[src/include/hk_defines.svh]
`ifndef HK_DEFINES_SVH
`define HK_DEFINES_SVH

//////////////////////////////////////////////////////////////////////
// widths fixed by device and board
//////////////////////////////////////////////////////////////////////

// factory serial number length
`define HK_DNA_W    57
// expansion connector pins
`define HK_GPIO_W   8
// low address bits seen by the decoder
`define HK_ADDR_W   5

// design id, board type 1 in the low nibble, rest reserved
`define HK_ID_VALUE 32'h0000_0001

// bus cycles per dna clock period, even value
`define HK_DNA_DIV  8

//////////////////////////////////////////////////////////////////////
// register offsets, HK_ADDR_W bits wide
//////////////////////////////////////////////////////////////////////

`define HK_REG_ID      5'h00
`define HK_REG_DNA_LO  5'h04
`define HK_REG_DNA_HI  5'h08
`define HK_REG_STATUS  5'h0C
`define HK_REG_EXP_DIR 5'h10
`define HK_REG_EXP_OUT 5'h14
`define HK_REG_EXP_IN  5'h18
`define HK_REG_EXP_CHG 5'h1C

`endif

[src/verilog/hk_pkg.sv]
`include "hk_defines.svh"

package hk_pkg;

  //////////////////////////////////////////////////////////////////////
  // vector types
  //////////////////////////////////////////////////////////////////////

  // bus words
  typedef logic [31:0]           reg_data_t;
  typedef logic [31:0]           reg_addr_t;
  // device serial number
  typedef logic [`HK_DNA_W-1:0]  dna_t;
  // one bit per connector pin
  typedef logic [`HK_GPIO_W-1:0] gpio_t;

  //////////////////////////////////////////////////////////////////////
  // system bus
  //////////////////////////////////////////////////////////////////////

  // request, one strobe per access
  typedef struct packed {
    logic      wen;
    logic      ren;
    reg_addr_t addr;
    reg_data_t wdata;
  } sys_req_t;

  // response, valid together with ack
  typedef struct packed {
    reg_data_t rdata;
    logic      ack;
    logic      err;
  } sys_rsp_t;

  //////////////////////////////////////////////////////////////////////
  // block interfaces
  //////////////////////////////////////////////////////////////////////

  // dna result, value is zero until done
  typedef struct packed {
    dna_t value;
    logic done;
  } dna_sts_t;

  // connector setup from the register bank
  typedef struct packed {
    gpio_t dir;
    gpio_t out;
    gpio_t chg_clr;
    logic  chg_clr_en;
  } gpio_cfg_t;

  // sampled connector state
  typedef struct packed {
    gpio_t pin_in;
    gpio_t chg;
  } gpio_sts_t;

  // dna readout sequence
  typedef enum logic [1:0] {
    DNA_LOAD,
    DNA_SHIFT,
    DNA_DONE
  } dna_state_t;

endpackage : hk_pkg

[src/verilog/dna_reader.sv]
`timescale 1ns/1ps
`include "hk_defines.svh"

module dna_reader (
  input  logic             bus,
  input  logic             rst_n,
  output logic             dna_clk,
  output logic             dna_read,
  output logic             dna_shift,
  input  logic             dna_dout,
  output hk_pkg::dna_sts_t sts
);

  import hk_pkg::*;

  //////////////////////////////////////////////////////////////////////
  // divider and bit counter limits
  //////////////////////////////////////////////////////////////////////

  localparam int unsigned DIV_W  = $clog2(`HK_DNA_DIV);
  localparam int unsigned BCNT_W = $clog2(`HK_DNA_W);

  // last cycle of a dna clock period
  localparam logic [DIV_W-1:0] DIV_LAST = DIV_W'(`HK_DNA_DIV - 1);
  // dna_clk is high from here to the period end
  localparam logic [DIV_W-1:0] DIV_HALF = DIV_W'(`HK_DNA_DIV / 2);
  // cycle just before the rising edge
  localparam logic [DIV_W-1:0] DIV_SMPL = DIV_W'(`HK_DNA_DIV / 2 - 1);
  // index of the final sample
  localparam logic [BCNT_W-1:0] BIT_LAST = BCNT_W'(`HK_DNA_W - 1);

  dna_state_t        state;
  dna_state_t        state_nxt;
  logic [DIV_W-1:0]  div_cnt;
  logic [DIV_W-1:0]  div_nxt;
  logic [BCNT_W-1:0] bit_cnt;
  logic              period_end;
  logic              sample;
  logic              done;
  dna_t              shreg;

  //////////////////////////////////////////////////////////////////////
  // sequencing
  //////////////////////////////////////////////////////////////////////

  assign period_end = (div_cnt == DIV_LAST);
  // port output is stable here, the shift edge comes next cycle
  assign sample = (state == DNA_SHIFT) && (div_cnt == DIV_SMPL);

  always_comb begin
    state_nxt = state;
    case (state)
      // one full period with read high loads the port
      DNA_LOAD: begin
        if (period_end) begin
          state_nxt = DNA_SHIFT;
        end
      end
      // leave right after the last sample, no further clock edge
      DNA_SHIFT: begin
        if (sample && (bit_cnt == BIT_LAST)) begin
          state_nxt = DNA_DONE;
        end
      end
      // done is terminal, unused code too
      default: state_nxt = DNA_DONE;
    endcase
  end

  // divider parks at zero once finished
  assign div_nxt = ((state_nxt == DNA_DONE) || period_end) ? '0 : div_cnt + 1'b1;

  // pins follow the next state so they line up with state and div_cnt
  always_ff @(posedge bus) begin
    if (!rst_n) begin
      state     <= DNA_LOAD;
      div_cnt   <= '0;
      bit_cnt   <= '0;
      dna_clk   <= 1'b0;
      dna_read  <= 1'b0;
      dna_shift <= 1'b0;
    end else begin
      state     <= state_nxt;
      div_cnt   <= div_nxt;
      if (sample) begin
        bit_cnt <= bit_cnt + 1'b1;
      end
      dna_read  <= (state_nxt == DNA_LOAD);
      dna_shift <= (state_nxt == DNA_SHIFT);
      // second half of each period is high
      dna_clk   <= (state_nxt != DNA_DONE) && (div_nxt >= DIV_HALF);
    end
  end

  //////////////////////////////////////////////////////////////////////
  // shift register, msb arrives first
  //////////////////////////////////////////////////////////////////////

  always_ff @(posedge bus) begin
    if (sample) begin
      shreg <= {shreg[`HK_DNA_W-2:0], dna_dout};
    end
  end

  assign done      = (state == DNA_DONE);
  assign sts.done  = done;
  // hide partial shift contents
  assign sts.value = done ? shreg : '0;

  // readout happens once per reset
  a_done_sticky: assert property (@(posedge bus) disable iff (!rst_n) done |=> done)
    else $error("dna done flag dropped");

endmodule : dna_reader

[src/verilog/exp_gpio.sv]
`timescale 1ns/1ps

module exp_gpio (
  input  logic              bus,
  input  logic              rst_n,
  input  hk_pkg::gpio_cfg_t cfg,
  input  hk_pkg::gpio_t     pad_in,
  output hk_pkg::gpio_t     pad_out,
  output hk_pkg::gpio_t     pad_oe,
  output hk_pkg::gpio_sts_t sts
);

  import hk_pkg::*;

  gpio_t      oe_q;
  gpio_t      out_q;
  gpio_t      sync1;
  gpio_t      sync2;
  gpio_t      prev;
  gpio_t      chg_q;
  gpio_t      chg_set;
  gpio_t      clr_mask;
  logic [2:0] settle;

  //////////////////////////////////////////////////////////////////////
  // output side
  //////////////////////////////////////////////////////////////////////

  // one register stage between bank and pads
  always_ff @(posedge bus) begin
    if (!rst_n) begin
      oe_q  <= '0;
      out_q <= '0;
    end else begin
      oe_q  <= cfg.dir;
      out_q <= cfg.out;
    end
  end

  assign pad_oe  = oe_q;
  assign pad_out = out_q;

  //////////////////////////////////////////////////////////////////////
  // input side
  //////////////////////////////////////////////////////////////////////

  // two flop synchronizer, prev holds last synchronized value
  always_ff @(posedge bus) begin
    if (!rst_n) begin
      sync1  <= '0;
      sync2  <= '0;
      prev   <= '0;
      settle <= '0;
    end else begin
      sync1  <= pad_in;
      sync2  <= sync1;
      prev   <= sync2;
      // fills with ones once the pipe holds real pin values
      settle <= {settle[1:0], 1'b1};
    end
  end

  // edges in either direction
  assign chg_set  = settle[2] ? (sync2 ^ prev) : '0;
  // clear only during the bank pulse
  assign clr_mask = cfg.chg_clr_en ? cfg.chg_clr : '0;

  // change latch
  // a new edge in the clear cycle survives
  always_ff @(posedge bus) begin
    if (!rst_n) begin
      chg_q <= '0;
    end else begin
      chg_q <= (chg_q & ~clr_mask) | chg_set;
    end
  end

  assign sts.pin_in = sync2;
  assign sts.chg    = chg_q;

  // bank sends single cycle clears
  a_clr_pulse: assert property (@(posedge bus) disable iff (!rst_n)
                                cfg.chg_clr_en |=> !cfg.chg_clr_en)
    else $error("change clear pulse longer than one cycle");

endmodule : exp_gpio

[src/verilog/hk_regs.sv]
`timescale 1ns/1ps
`include "hk_defines.svh"

module hk_regs (
  input  logic              bus,
  input  logic              rst_n,
  input  hk_pkg::sys_req_t  req,
  output hk_pkg::sys_rsp_t  rsp,
  input  hk_pkg::dna_sts_t  dna,
  input  hk_pkg::gpio_sts_t gpio_sts,
  output hk_pkg::gpio_cfg_t gpio_cfg
);

  import hk_pkg::*;

  logic [`HK_ADDR_W-1:0] addr_lo;
  logic                  req_en;
  logic                  hit;
  logic                  ro;
  logic                  bad;
  logic                  wr_ok;
  reg_data_t             rd_mux;
  gpio_t                 dir_q;
  gpio_t                 out_q;
  gpio_t                 clr_mask_q;
  logic                  clr_en_q;
  logic                  ack_q;
  logic                  err_q;
  reg_data_t             rdata_q;

  //////////////////////////////////////////////////////////////////////
  // address decode and read mux
  //////////////////////////////////////////////////////////////////////

  assign addr_lo = req.addr[`HK_ADDR_W-1:0];
  assign req_en  = req.wen | req.ren;

  always_comb begin
    hit    = 1'b1;
    ro     = 1'b0;
    rd_mux = '0;
    case (addr_lo)
      `HK_REG_ID: begin
        ro     = 1'b1;
        rd_mux = `HK_ID_VALUE;
      end
      `HK_REG_DNA_LO: begin
        ro     = 1'b1;
        rd_mux = dna.value[31:0];
      end
      // upper 25 bits, zero extended
      `HK_REG_DNA_HI: begin
        ro     = 1'b1;
        rd_mux = reg_data_t'(dna.value[`HK_DNA_W-1:32]);
      end
      `HK_REG_STATUS: begin
        ro     = 1'b1;
        rd_mux = reg_data_t'(dna.done);
      end
      `HK_REG_EXP_DIR: rd_mux = reg_data_t'(dir_q);
      `HK_REG_EXP_OUT: rd_mux = reg_data_t'(out_q);
      `HK_REG_EXP_IN: begin
        ro     = 1'b1;
        rd_mux = reg_data_t'(gpio_sts.pin_in);
      end
      `HK_REG_EXP_CHG: rd_mux = reg_data_t'(gpio_sts.chg);
      // unaligned offsets
      default: hit = 1'b0;
    endcase
    // upper address bits must be clear
    if (req.addr > reg_addr_t'(`HK_REG_EXP_CHG)) begin
      hit = 1'b0;
    end
  end

  // miss, or write to a read only register
  assign bad   = req_en && (!hit || (req.wen && ro));
  assign wr_ok = req.wen && !bad;

  //////////////////////////////////////////////////////////////////////
  // writable registers and response
  //////////////////////////////////////////////////////////////////////

  always_ff @(posedge bus) begin
    if (!rst_n) begin
      dir_q    <= '0;
      out_q    <= '0;
      clr_en_q <= 1'b0;
      ack_q    <= 1'b0;
      err_q    <= 1'b0;
    end else begin
      // every request answered next cycle
      ack_q    <= req_en;
      err_q    <= bad;
      clr_en_q <= wr_ok && (addr_lo == `HK_REG_EXP_CHG);
      if (wr_ok && (addr_lo == `HK_REG_EXP_DIR)) begin
        dir_q <= req.wdata[`HK_GPIO_W-1:0];
      end
      if (wr_ok && (addr_lo == `HK_REG_EXP_OUT)) begin
        out_q <= req.wdata[`HK_GPIO_W-1:0];
      end
    end
  end

  // write one to clear mask, qualified by clr_en_q
  always_ff @(posedge bus) begin
    if (wr_ok && (addr_lo == `HK_REG_EXP_CHG)) begin
      clr_mask_q <= req.wdata[`HK_GPIO_W-1:0];
    end
  end

  // zero on writes and on errors
  always_ff @(posedge bus) begin
    rdata_q <= (req.ren && !bad) ? rd_mux : '0;
  end

  assign rsp.rdata = rdata_q;
  assign rsp.ack   = ack_q;
  assign rsp.err   = err_q;

  assign gpio_cfg.dir        = dir_q;
  assign gpio_cfg.out        = out_q;
  assign gpio_cfg.chg_clr    = clr_mask_q;
  assign gpio_cfg.chg_clr_en = clr_en_q;

  // master side of the handshake
  a_one_strobe: assert property (@(posedge bus) disable iff (!rst_n)
                                 !(req.wen && req.ren))
    else $error("write and read strobes together");

  a_wait_ack: assert property (@(posedge bus) disable iff (!rst_n) rsp.ack |-> !req_en)
    else $error("request issued while ack is out");

endmodule : hk_regs

[src/verilog/hk_top.sv]
`timescale 1ns/1ps

module hk_top (
  input  logic             bus,
  input  logic             rst_n,
  // system bus
  input  hk_pkg::sys_req_t req,
  output hk_pkg::sys_rsp_t rsp,
  // dna port pins
  output logic             dna_clk,
  output logic             dna_read,
  output logic             dna_shift,
  input  logic             dna_dout,
  // expansion connector
  input  hk_pkg::gpio_t    exp_in,
  output hk_pkg::gpio_t    exp_out,
  output hk_pkg::gpio_t    exp_oe
);

  import hk_pkg::*;

  dna_sts_t  dna_sts;
  gpio_cfg_t gpio_cfg;
  gpio_sts_t gpio_sts;

  //////////////////////////////////////////////////////////////////////
  // readers and connector
  //////////////////////////////////////////////////////////////////////

  // one shot serial number readout after reset
  dna_reader u_dna (
    .bus       (bus),
    .rst_n     (rst_n),
    .dna_clk   (dna_clk),
    .dna_read  (dna_read),
    .dna_shift (dna_shift),
    .dna_dout  (dna_dout),
    .sts       (dna_sts)
  );

  // pad registers, sync and change latch
  exp_gpio u_gpio (
    .bus     (bus),
    .rst_n   (rst_n),
    .cfg     (gpio_cfg),
    .pad_in  (exp_in),
    .pad_out (exp_out),
    .pad_oe  (exp_oe),
    .sts     (gpio_sts)
  );

  //////////////////////////////////////////////////////////////////////
  // register bank
  //////////////////////////////////////////////////////////////////////

  hk_regs u_regs (
    .bus      (bus),
    .rst_n    (rst_n),
    .req      (req),
    .rsp      (rsp),
    .dna      (dna_sts),
    .gpio_sts (gpio_sts),
    .gpio_cfg (gpio_cfg)
  );

endmodule : hk_top
[config.mk]
export PLATFORM = sky130hd
export DESIGN_NAME = hk_top
export DESIGN_NICKNAME = d
export VERILOG_FILES = /design/src/verilog/hk_pkg.sv /design/src/verilog/dna_reader.sv /design/src/verilog/exp_gpio.sv /design/src/verilog/hk_regs.sv /design/src/verilog/hk_top.sv
export VERILOG_INCLUDE_DIRS = /design/src /design/src/include
export SDC_FILE = /design/constraint.sdc
export NUM_CORES = 1
export LEC_CHECK = 0
export BUFFER_PORTS_ARGS = -buffer_cell sky130_fd_sc_hd__buf_2
export CAP_MARGIN = 0
export CORE_MARGIN = 2
export CORE_UTILIZATION = 25
export DETAILED_ROUTE_END_ITERATION = 6
export REMOVE_ABC_BUFFERS = 1
export SLEW_MARGIN = 20
export SYNTH_ARGS = -nofsm -noshare
export SYNTH_HDL_FRONTEND = slang
export SYNTH_SLANG_ARGS = --single-unit
[constraint.sdc]
create_clock -name bus -period 7.8 [get_ports bus]
set_clock_uncertainty 0.1 [all_clocks]
set_input_delay 1.56 -clock bus [delete_from_list [all_inputs] [get_ports bus]]
set_output_delay 1.56 -clock bus [all_outputs]
set_load 0.01 [all_outputs]
==> results of run 1 <==
[worst register-to-register path, delay by kind of cell (launching register included)]
kind | cells | cell delay [ns]
buf+inv | 1 | 0.62
simple gates | 3 | 0.53
fa+ha+maj | 2 | 0.36
flops | 1 | 0.33
xor+xnor | 1 | 0.16
[cell type report]
cell class / instances / share of cell area (%)
Inverter: 27 / 1.30
Clock inverter: 8 / 1.35
Clock buffer: 24 / 6.75
Multi-Input combinational cell: 264 / 23.1
Timing Repair Buffer: 111 / 7.33
Tap cell: 330 / 5.30
Antenna cell: 1 / 0.0321
Sequential cell: 181 / 54.9
[path summary, 6_finish.rpt]
check / cells after the start / slack (ns) / to
max: 5 / 4.48 / u_regs.rdata_q[26]$_SDFF_PN0_
min: 1 / 0.32 / u_dna.div_cnt[0]$_SDFF_PN0_
max reg2reg: 7 / 5.59 / u_dna.bit_cnt[5]$_SDFFE_PN0P_
min reg2reg: 1 / 0.32 / u_dna.div_cnt[0]$_SDFF_PN0_
[through the flow]
stage	instance area, sq um	total power [mW]
after floorplan	6160	1.03
after global placement	7150	1.06
after detailed placement	7150	1.06
after CTS	7780	1.95
after global routing	7780	2.01
final	7790	1.94
[where the power goes]
part           total, mW  switching, mW  internal [mW]  leakage, nW
logic             0.0508         0.0278         0.0230         1.29
registers          0.985        0.00437          0.981         1.50
clock network      0.900          0.358          0.542        0.308
[cells by family after synthesis]
logic type | share of synthesized area [%]
buffers and inverters | 3.64
muxes | 2.87
and+or+nand+nor | 15.4
xor gates and xnor gates | 1.81
adders and majority gates | 0.995
AOI/OAI and AO/OA | 7.36
DFF | 68.0
[cells in the final DEF, fill, tap and decap left out, types with 3 or more instances in the layout]
cell / instances
sky130_fd_sc_hd__nor4_4: 4
sky130_fd_sc_hd__xor2_1: 8
sky130_fd_sc_hd__buf_4: 6
sky130_fd_sc_hd__mux2i_1: 18
sky130_fd_sc_hd__nor2_1: 8
sky130_fd_sc_hd__inv_6: 3
sky130_fd_sc_hd__a21o_1: 7
sky130_fd_sc_hd__nand2_1: 36
sky130_fd_sc_hd__nand4_1: 4
sky130_fd_sc_hd__buf_2: 105
sky130_fd_sc_hd__a22oi_1: 39
sky130_fd_sc_hd__clkbuf_1: 3
sky130_fd_sc_hd__nand3_1: 16
sky130_fd_sc_hd__clkbuf_16: 20
sky130_fd_sc_hd__inv_1: 27
sky130_fd_sc_hd__xnor2_1: 5
sky130_fd_sc_hd__and2_1: 39
sky130_fd_sc_hd__nor4_1: 3
sky130_fd_sc_hd__edfxtp_1: 65
sky130_fd_sc_hd__nor2b_1: 14
sky130_fd_sc_hd__nor3_1: 26
sky130_fd_sc_hd__dfxtp_1: 116
sky130_fd_sc_hd__a31oi_1: 7
sky130_fd_sc_hd__ha_1: 5
[routing by layer]
metal	up-vias	GRT usage [%]	share of wire, %
met5	-	0	0
met4	0	3.42	1.3
met3	15	3.34	6.5
met2	134	16.2	46
met1	1933	14.2	47
li1	1956	-	-
==> impl_metrics.csv, run 1 <==
group,metric,value,unit
run_status,status,"complete, no violations",
synthesis,yosysMostFrequentCell,"sky130_fd_sc_hd__dfxtp_1",
critical_path,crit_path_launch,"req[34]",
synthesis,yosys.cell_types.count,41,
sta,maximum_frequency_from_static_timing_analysis,301,MHz
global_routing,wire_length_of_the_first_global_routing_pass,21400,microns
cts,postCtsSetupBuffers,0,
critical_path,reg2reg_start,"u_dna.div_cnt[0]$_SDFF_PN0_",
synthesis,synth_async_sr_flop_share,0,%
finish,register_with_the_most_flip_flops,"u_dna.shreg",
finish,multi_input_gate_area_in_the_final_layout,1800,sq um
critical_path,sequence_of_cells_on_the_critical_path,"buf_2, nor2b_1, and2_1, nand2_1, nor3_1",
synthesis,ys_top_cells_by_count,"116 x sky130_fd_sc_hd__dfxtp_1, 65 x sky130_fd_sc_hd__edfxtp_1, 39 x sky130_fd_sc_hd__a22oi_1, 39 x sky130_fd_sc_hd__and2_1, 36 x sky130_fd_sc_hd__nand2_1",
critical_path,crit_buf_inv,1,
power,ir_worst_vdd,0.000129,V
sta,tns,0,ns
global_routing,antenna_found_initial,1,
critical_path,path_max_fanout,19,
global_routing,grt_pass1_vias,3896,
finish,max_ffs_per_register,57,
synthesis,synth_top_cells_by_area,"sky130_fd_sc_hd__dfxtp_1 37%, sky130_fd_sc_hd__edfxtp_1 31%, sky130_fd_sc_hd__a22oi_1 4.7%",
flow_run,timing.max_cap.violations,0,
floorplan,top_level_ports,130,
placement,place.port_buffers,105,
cts,insertion_delay,0.42,ns
critical_path,setup.worst_path.class,"primary input to register",
finish,biggest_registers_after_layout,"u_dna.shreg: 57 flops, u_regs.rdata_q: 32 flops",
sta,worstMarginPinSlew,0.941,ns
hold_path,hold_path.startpoint,"u_dna.div_cnt[0]$_SDFF_PN0_",
routing,detailedRoute.firstIterationViolations,261,
cts,cts.sinks,181,
placement,detailed_placer_s_ending_hpwl,8600,microns
sta,final_min_period_over_clock_period,42.6,%
synthesis,synth.yosys.seq_area_share,68.0,%
floorplan,die-height,163,microns
synthesis,synthDominantCellAreaShare,36.9,%
cts,cts_buffers,17,
synthesis,synth-main-ff-cell,"sky130_fd_sc_hd__dfxtp_1",
finish,layout-drive-gt1-share,24.7,%
power,power.density_cell_area,249,nW/um^2
sta,final.min_clock_period,3.32,ns
sta,final-max-slew-violation-count,0,
routing,drc_errors,0,
synthesis,average_size_of_a_mapped_cell,12.5,sq um
critical_path,worst_path_dominant_cell_family,"simple AND/OR/NAND/NOR gates",
cts,clockBufferDepth,2,
global_routing,largest_net_degree_at_the_start_of_global_routing,72,
routing,detailroute.via_count,4038,
synthesis,postSynthRegisterBits,181,
placement,gp_congestion,0.709,
finish,layout.core_utilization,31.2,%
routing,ant_nets,0,
sta,hold_ws,0.321,ns
critical_path,critical_path.startpoint_type,"primary input",
synthesis,post_synth_inst_count,502,
floorplan,die_area,26400,sq um
sta,timing.max_slew.rel_slack,36.8,%
hold_path,min-delay-path-class,"register to register",
finish,stdcell_count,946,
sta,final_critical_path_setup_slack,4.48,ns
global_routing,track_usage,10.6,%
critical_path,critPathArrivalTime,3.56,ns
power,total_leakage_power,3.10,nW
floorplan,placeableCoreArea,25000,sq um
finish,area.sequential,4270,sq um
cts,h-tree-depth,4,
cts,cts-root-buf,"sky130_fd_sc_hd__clkbuf_16",
routing,wl_per_cell,14.1,microns
global_routing,remaining_global_route_overflow,0,
cts,cts_hold_buffers_added,0,
cts,cts.clk_slew.worst_paths,0.07,ns
critical_path,critical_path.slowest_cell,"sky130_fd_sc_hd__and2_1",
critical_path,crit_required,8.04,ns
cts,post_cts_resized,0,
cts,tritoncts,"yes",
finish,syn_to_final_growth,23.8,%
floorplan,row_count,58,
routing,avgViaCountPerCell,4.27,
synthesis,summed_instance_area_of_the_synthesized_netlist,6290,sq um
sta,final_hold_viol_count,0,
floorplan,initial_utilization,25.2,%
sta,setup_viol,0,
routing,drt-pass1-iter-count,4,
finish,nFillCells,2559,
critical_path,max_stage_delay,0.71,ns
critical_path,critical_path.endpoint_type,"register",
placement,detailedPlace.worstSlack,3.98,ns
floorplan,die_w,163,microns
placement,placed_cells,913,
routing,final_routed_wirelength,13400,microns
synthesis,yosys_synthesis_warning_count,0,
sta,unrepaired_setup_endpoints_after_global_routing,"false",
synthesis,yosys.area.top_type,"sky130_fd_sc_hd__dfxtp_1",
synthesis,synth-edff-count,65,
finish,final_nets,684,
Note: power is estimated with default switching activity, not from simulation.
==> run 2: changes to the inputs <==
--- a/config.mk
+++ b/config.mk
@@ -6,6 +6,7 @@
 export SDC_FILE = /design/constraint.sdc
 export NUM_CORES = 1
 export LEC_CHECK = 0
+export ABC_AREA = 1
 export BUFFER_PORTS_ARGS = -buffer_cell sky130_fd_sc_hd__buf_2
 export CAP_MARGIN = 0
 export CORE_MARGIN = 2
==> constraint.sdc (replaced) <==
create_clock -name bus -period 2.7 [get_ports bus]
set_clock_uncertainty 0.1 [all_clocks]
set_input_delay 0.54 -clock bus [delete_from_list [all_inputs] [get_ports bus]]
set_output_delay 0.54 -clock bus [all_outputs]
set_load 0.01 [all_outputs]
==> run 2 against run 1 <==
  * Worst hold slack worse by 0.14 ns
  * Cell area up 2.5%
  * Via count up 12%
  * Power rose to 2.8 times the previous value
  * First-iteration DRC count down 3.1%
  * Area after synthesis up 2.8%
  * Global-route usage up 0.38 points
  * Core utilization up 0.41 points
  * Critical path depth up 5
  * Final cell count up 20%
  * Combinational power rose to 2.8 times the previous value
  * Largest power group unchanged
  * Wire length up 6.0%
==> impl_metrics.csv, run 2 <==
group,metric,value,unit
run_status,status,"complete, no violations",
floorplan,die_area,27200,sq um
cts,tritoncts,"yes",
power,net-switching-power,1.25,mW
sta,maximum_frequency_from_static_timing_analysis,554,MHz
synthesis,muxShareOfSynthArea,0,%
sta,tns,0,ns
critical_path,path_max_fanout,8,
synthesis,summed_instance_area_of_the_synthesized_netlist,6460,sq um
finish,final_nets,872,
cts,cts.clk_slew.worst_paths,0.07,ns
sta,final_min_period_over_clock_period,66.8,%
synthesis,synth.yosys.seq_area_share,66.1,%
power,ir_worst_vdd,0.000406,V
cts,insertion_delay,0.43,ns
synthesis,synth-adder-area-share,0.968,%
placement,place.port_buffers,105,
placement,gp_congestion,0.768,
power,p_comb_share,2.6,%
floorplan,die-height,165,microns
placement,detailed_placer_s_ending_hpwl,9530,microns
synthesis,largest_family_of_logic_cells_by_synthesized_area,"simple AND/OR/NAND/NOR gates",
critical_path,crit_required,2.96,ns
cts,cts-root-buf,"sky130_fd_sc_hd__clkbuf_16",
critical_path,max_stage_delay,0.39,ns
power,power.switching_fraction,23.3,%
synthesis,synth-edff-count,65,
cts,cts_hold_buffers_added,0,
hold_path,min-delay-path-class,"primary input to register",
critical_path,crit_buf_inv,3,
cts,cts_buffers,17,
routing,ant_nets,0,
placement,dpl_cell_area,7400,sq um
global_routing,wire_length_of_the_first_global_routing_pass,22700,microns
synthesis,average_size_of_a_mapped_cell,9.54,sq um
finish,final_common_cell,"sky130_fd_sc_hd__nand2_1",
cts,postCtsSetupBuffers,0,
power,p_seq_share,52.8,%
routing,detailedRoute.firstIterationViolations,253,
finish,syn_to_final_growth,23.5,%
routing,detailroute.via_count,4523,
finish,max_ffs_per_register,57,
floorplan,die_w,165,microns
power,power,5.39,mW
routing,wl_per_cell,12.5,microns
critical_path,critical_path.startpoint_type,"primary input",
critical_path,critical_path.endpoint_type,"register",
sta,unrepaired_setup_endpoints_after_global_routing,"false",
synthesis,post_synth_inst_count,678,
synthesis,yosys.cell_types.count,26,
sta,setup_viol,0,
power,p_int,4.14,mW
synthesis,synth_top_cells_by_area,"sky130_fd_sc_hd__dfxtp_1 36%, sky130_fd_sc_hd__edfxtp_1 30%, sky130_fd_sc_hd__nand2_1 10%",
synthesis,synth_async_sr_flop_share,0,%
synthesis,yosys_synthesis_warning_count,0,
global_routing,antenna_found_initial,1,
finish,biggest_registers_after_layout,"u_dna.shreg: 57 flops, u_regs.rdata_q: 32 flops",
floorplan,initial_utilization,25.6,%
critical_path,worst_path_dominant_cell_family,"simple AND/OR/NAND/NOR gates",
critical_path,critical_path.slowest_cell,"sky130_fd_sc_hd__nand3_1",
power,power.density_cell_area,675,nW/um^2
synthesis,synth-main-ff-cell,"sky130_fd_sc_hd__dfxtp_1",
finish,mostFrequentLayoutCells,"180 x sky130_fd_sc_hd__nand2_1, 116 x sky130_fd_sc_hd__dfxtp_1, 105 x sky130_fd_sc_hd__buf_2, 103 x sky130_fd_sc_hd__inv_1, 83 x sky130_fd_sc_hd__nor2_1",
global_routing,remaining_global_route_overflow,0,
power,total_leakage_power,3.52,nW
floorplan,placeableCoreArea,25300,sq um
global_routing,largest_net_degree_at_the_start_of_global_routing,63,
critical_path,setup.worst_path.class,"primary input to register",
sta,final_hold_viol_count,0,
finish,postLayoutCellArea,7980,sq um
floorplan,row_count,58,
sta,timing.max_slew.rel_slack,56.8,%
routing,drc_errors,0,
synthesis,synthDominantCellAreaShare,35.9,%
routing,avgViaCountPerCell,3.98,
power,power.share.clock,44.6,%
cts,cts.sinks,181,
finish,register_with_the_most_flip_flops,"u_dna.shreg",
cts,h-tree-depth,4,
cts,clockBufferDepth,2,
routing,final_routed_wirelength,14200,microns
critical_path,sequence_of_cells_on_the_critical_path,"buf_2, nor2_2, inv_1, nor2_1, nand3_1, nor2_2, nand3_1, nand2_1, inv_1, nor2_1",
sta,final.min_clock_period,1.80,ns
critical_path,critPathArrivalTime,2.06,ns
routing,drt-pass1-iter-count,5,
synthesis,ys_top_cells_by_count,"180 x sky130_fd_sc_hd__nand2_1, 116 x sky130_fd_sc_hd__dfxtp_1, 104 x sky130_fd_sc_hd__inv_1",
finish,layout-drive-gt1-share,19.9,%
cts,post_cts_resized,0,
synthesis,yosys.area.top_type,"sky130_fd_sc_hd__dfxtp_1",
synthesis,synth_xor_xnor_area_share,1.22,%
global_routing,track_usage,11.0,%
synthesis,postSynthRegisterBits,181,
synthesis,synth_simple_gate_area_share,20.2,%
flow_run,timing.max_cap.violations,0,
global_routing,grt_pass1_vias,4487,
synthesis,yosysMostFrequentCell,"sky130_fd_sc_hd__nand2_1",
floorplan,top_level_ports,130,
sta,final-max-slew-violation-count,0,
synthesis,synth-compound-area-share,3.52,%
sta,worstMarginPinSlew,0.645,ns
-- run 2: cell families after synthesis --
logic type | after synthesis
and+or+nand+nor | 316
DFF | 181
buffers and inverters | 130
AOI/OAI and AO/OA | 37
xor gates and xnor gates | 9
adders and majority gates | 5
-- run 2: power groups by stage --
stage          logic (mW)  clock network, mW  registers [mW]
6_report            0.140               2.40            2.84
5_1_grt             0.161               2.57            2.85
4_1_cts             0.143               2.47            2.84
3_5_place_dp        0.142                  0            2.91
3_3_place_gp        0.139                  0            2.91
2_1_floorplan      0.0566                  0            2.91
-- run 2: worst paths after layout --
check / startpoint / to / slack, ns / cells past startpoint
setup / recovery: req[33] / u_regs.dir_q[2]$_SDFFE_PN0P_ / 0.90 / 10
hold / removal: exp_in[0] / u_gpio.sync1[0]$_SDFF_PN0_ / 0.19 / 3
hold reg to reg: u_gpio.sync1[5]$_SDFF_PN0_ / u_gpio.sync2[5]$_SDFF_PN0_ / 0.31 / 2
setup reg to reg: u_dna.div_cnt[0]$_SDFF_PN0_ / u_dna.shreg[9]$_DFFE_PP_ / 0.92 / 5
-- run 2: cell type report --
class	instances	area, sq um
fillers	2667	17300
flip-flops and latches	181	4270
multi-input cells	367	1680
repair buffers	119	643
clock buffers	18	439
well taps	330	413
inverters	104	390
clock inverters	14	136
diodes	3	7.51
-- run 2: worst reg2reg max path, cell delays in order, from the launching register on --
cell	delay, ns
sky130_fd_sc_hd__dfxtp_1	0.33
sky130_fd_sc_hd__ha_1	0.17
sky130_fd_sc_hd__ha_1	0.14
sky130_fd_sc_hd__nand3_1	0.22
sky130_fd_sc_hd__inv_2	0.16
sky130_fd_sc_hd__buf_12	0.29
-- run 2: per-layer routing --
metal	vias to the layer above	routed length (microns)	share of wire, %	GRT usage, %
met4	0	480	3.4	5.61
met1	2047	6590	47	13.6
li1	2339	-	-	-
met2	105	6400	45	17.2
met3	32	703	5.0	3.24
met5	-	0	0	0
-- run 2: per-stage QoR --
step | setup slack (ns) | instances | util [%] | hold slack, ns
6_report | 0.896 | 1136 | 31.6 | 0.185
5_1_grt | 0.670 | 1133 | 31.6 | 0.180
4_1_cts | 0.869 | 1133 | 31.6 | 0.169
3_5_place_dp | 0.423 | 1101 | 29.3 | 0.295
3_3_place_gp | 0.459 | 1101 | 29.3 | 0.292
2_1_floorplan | 0.0198 | 652 | - | 0.290
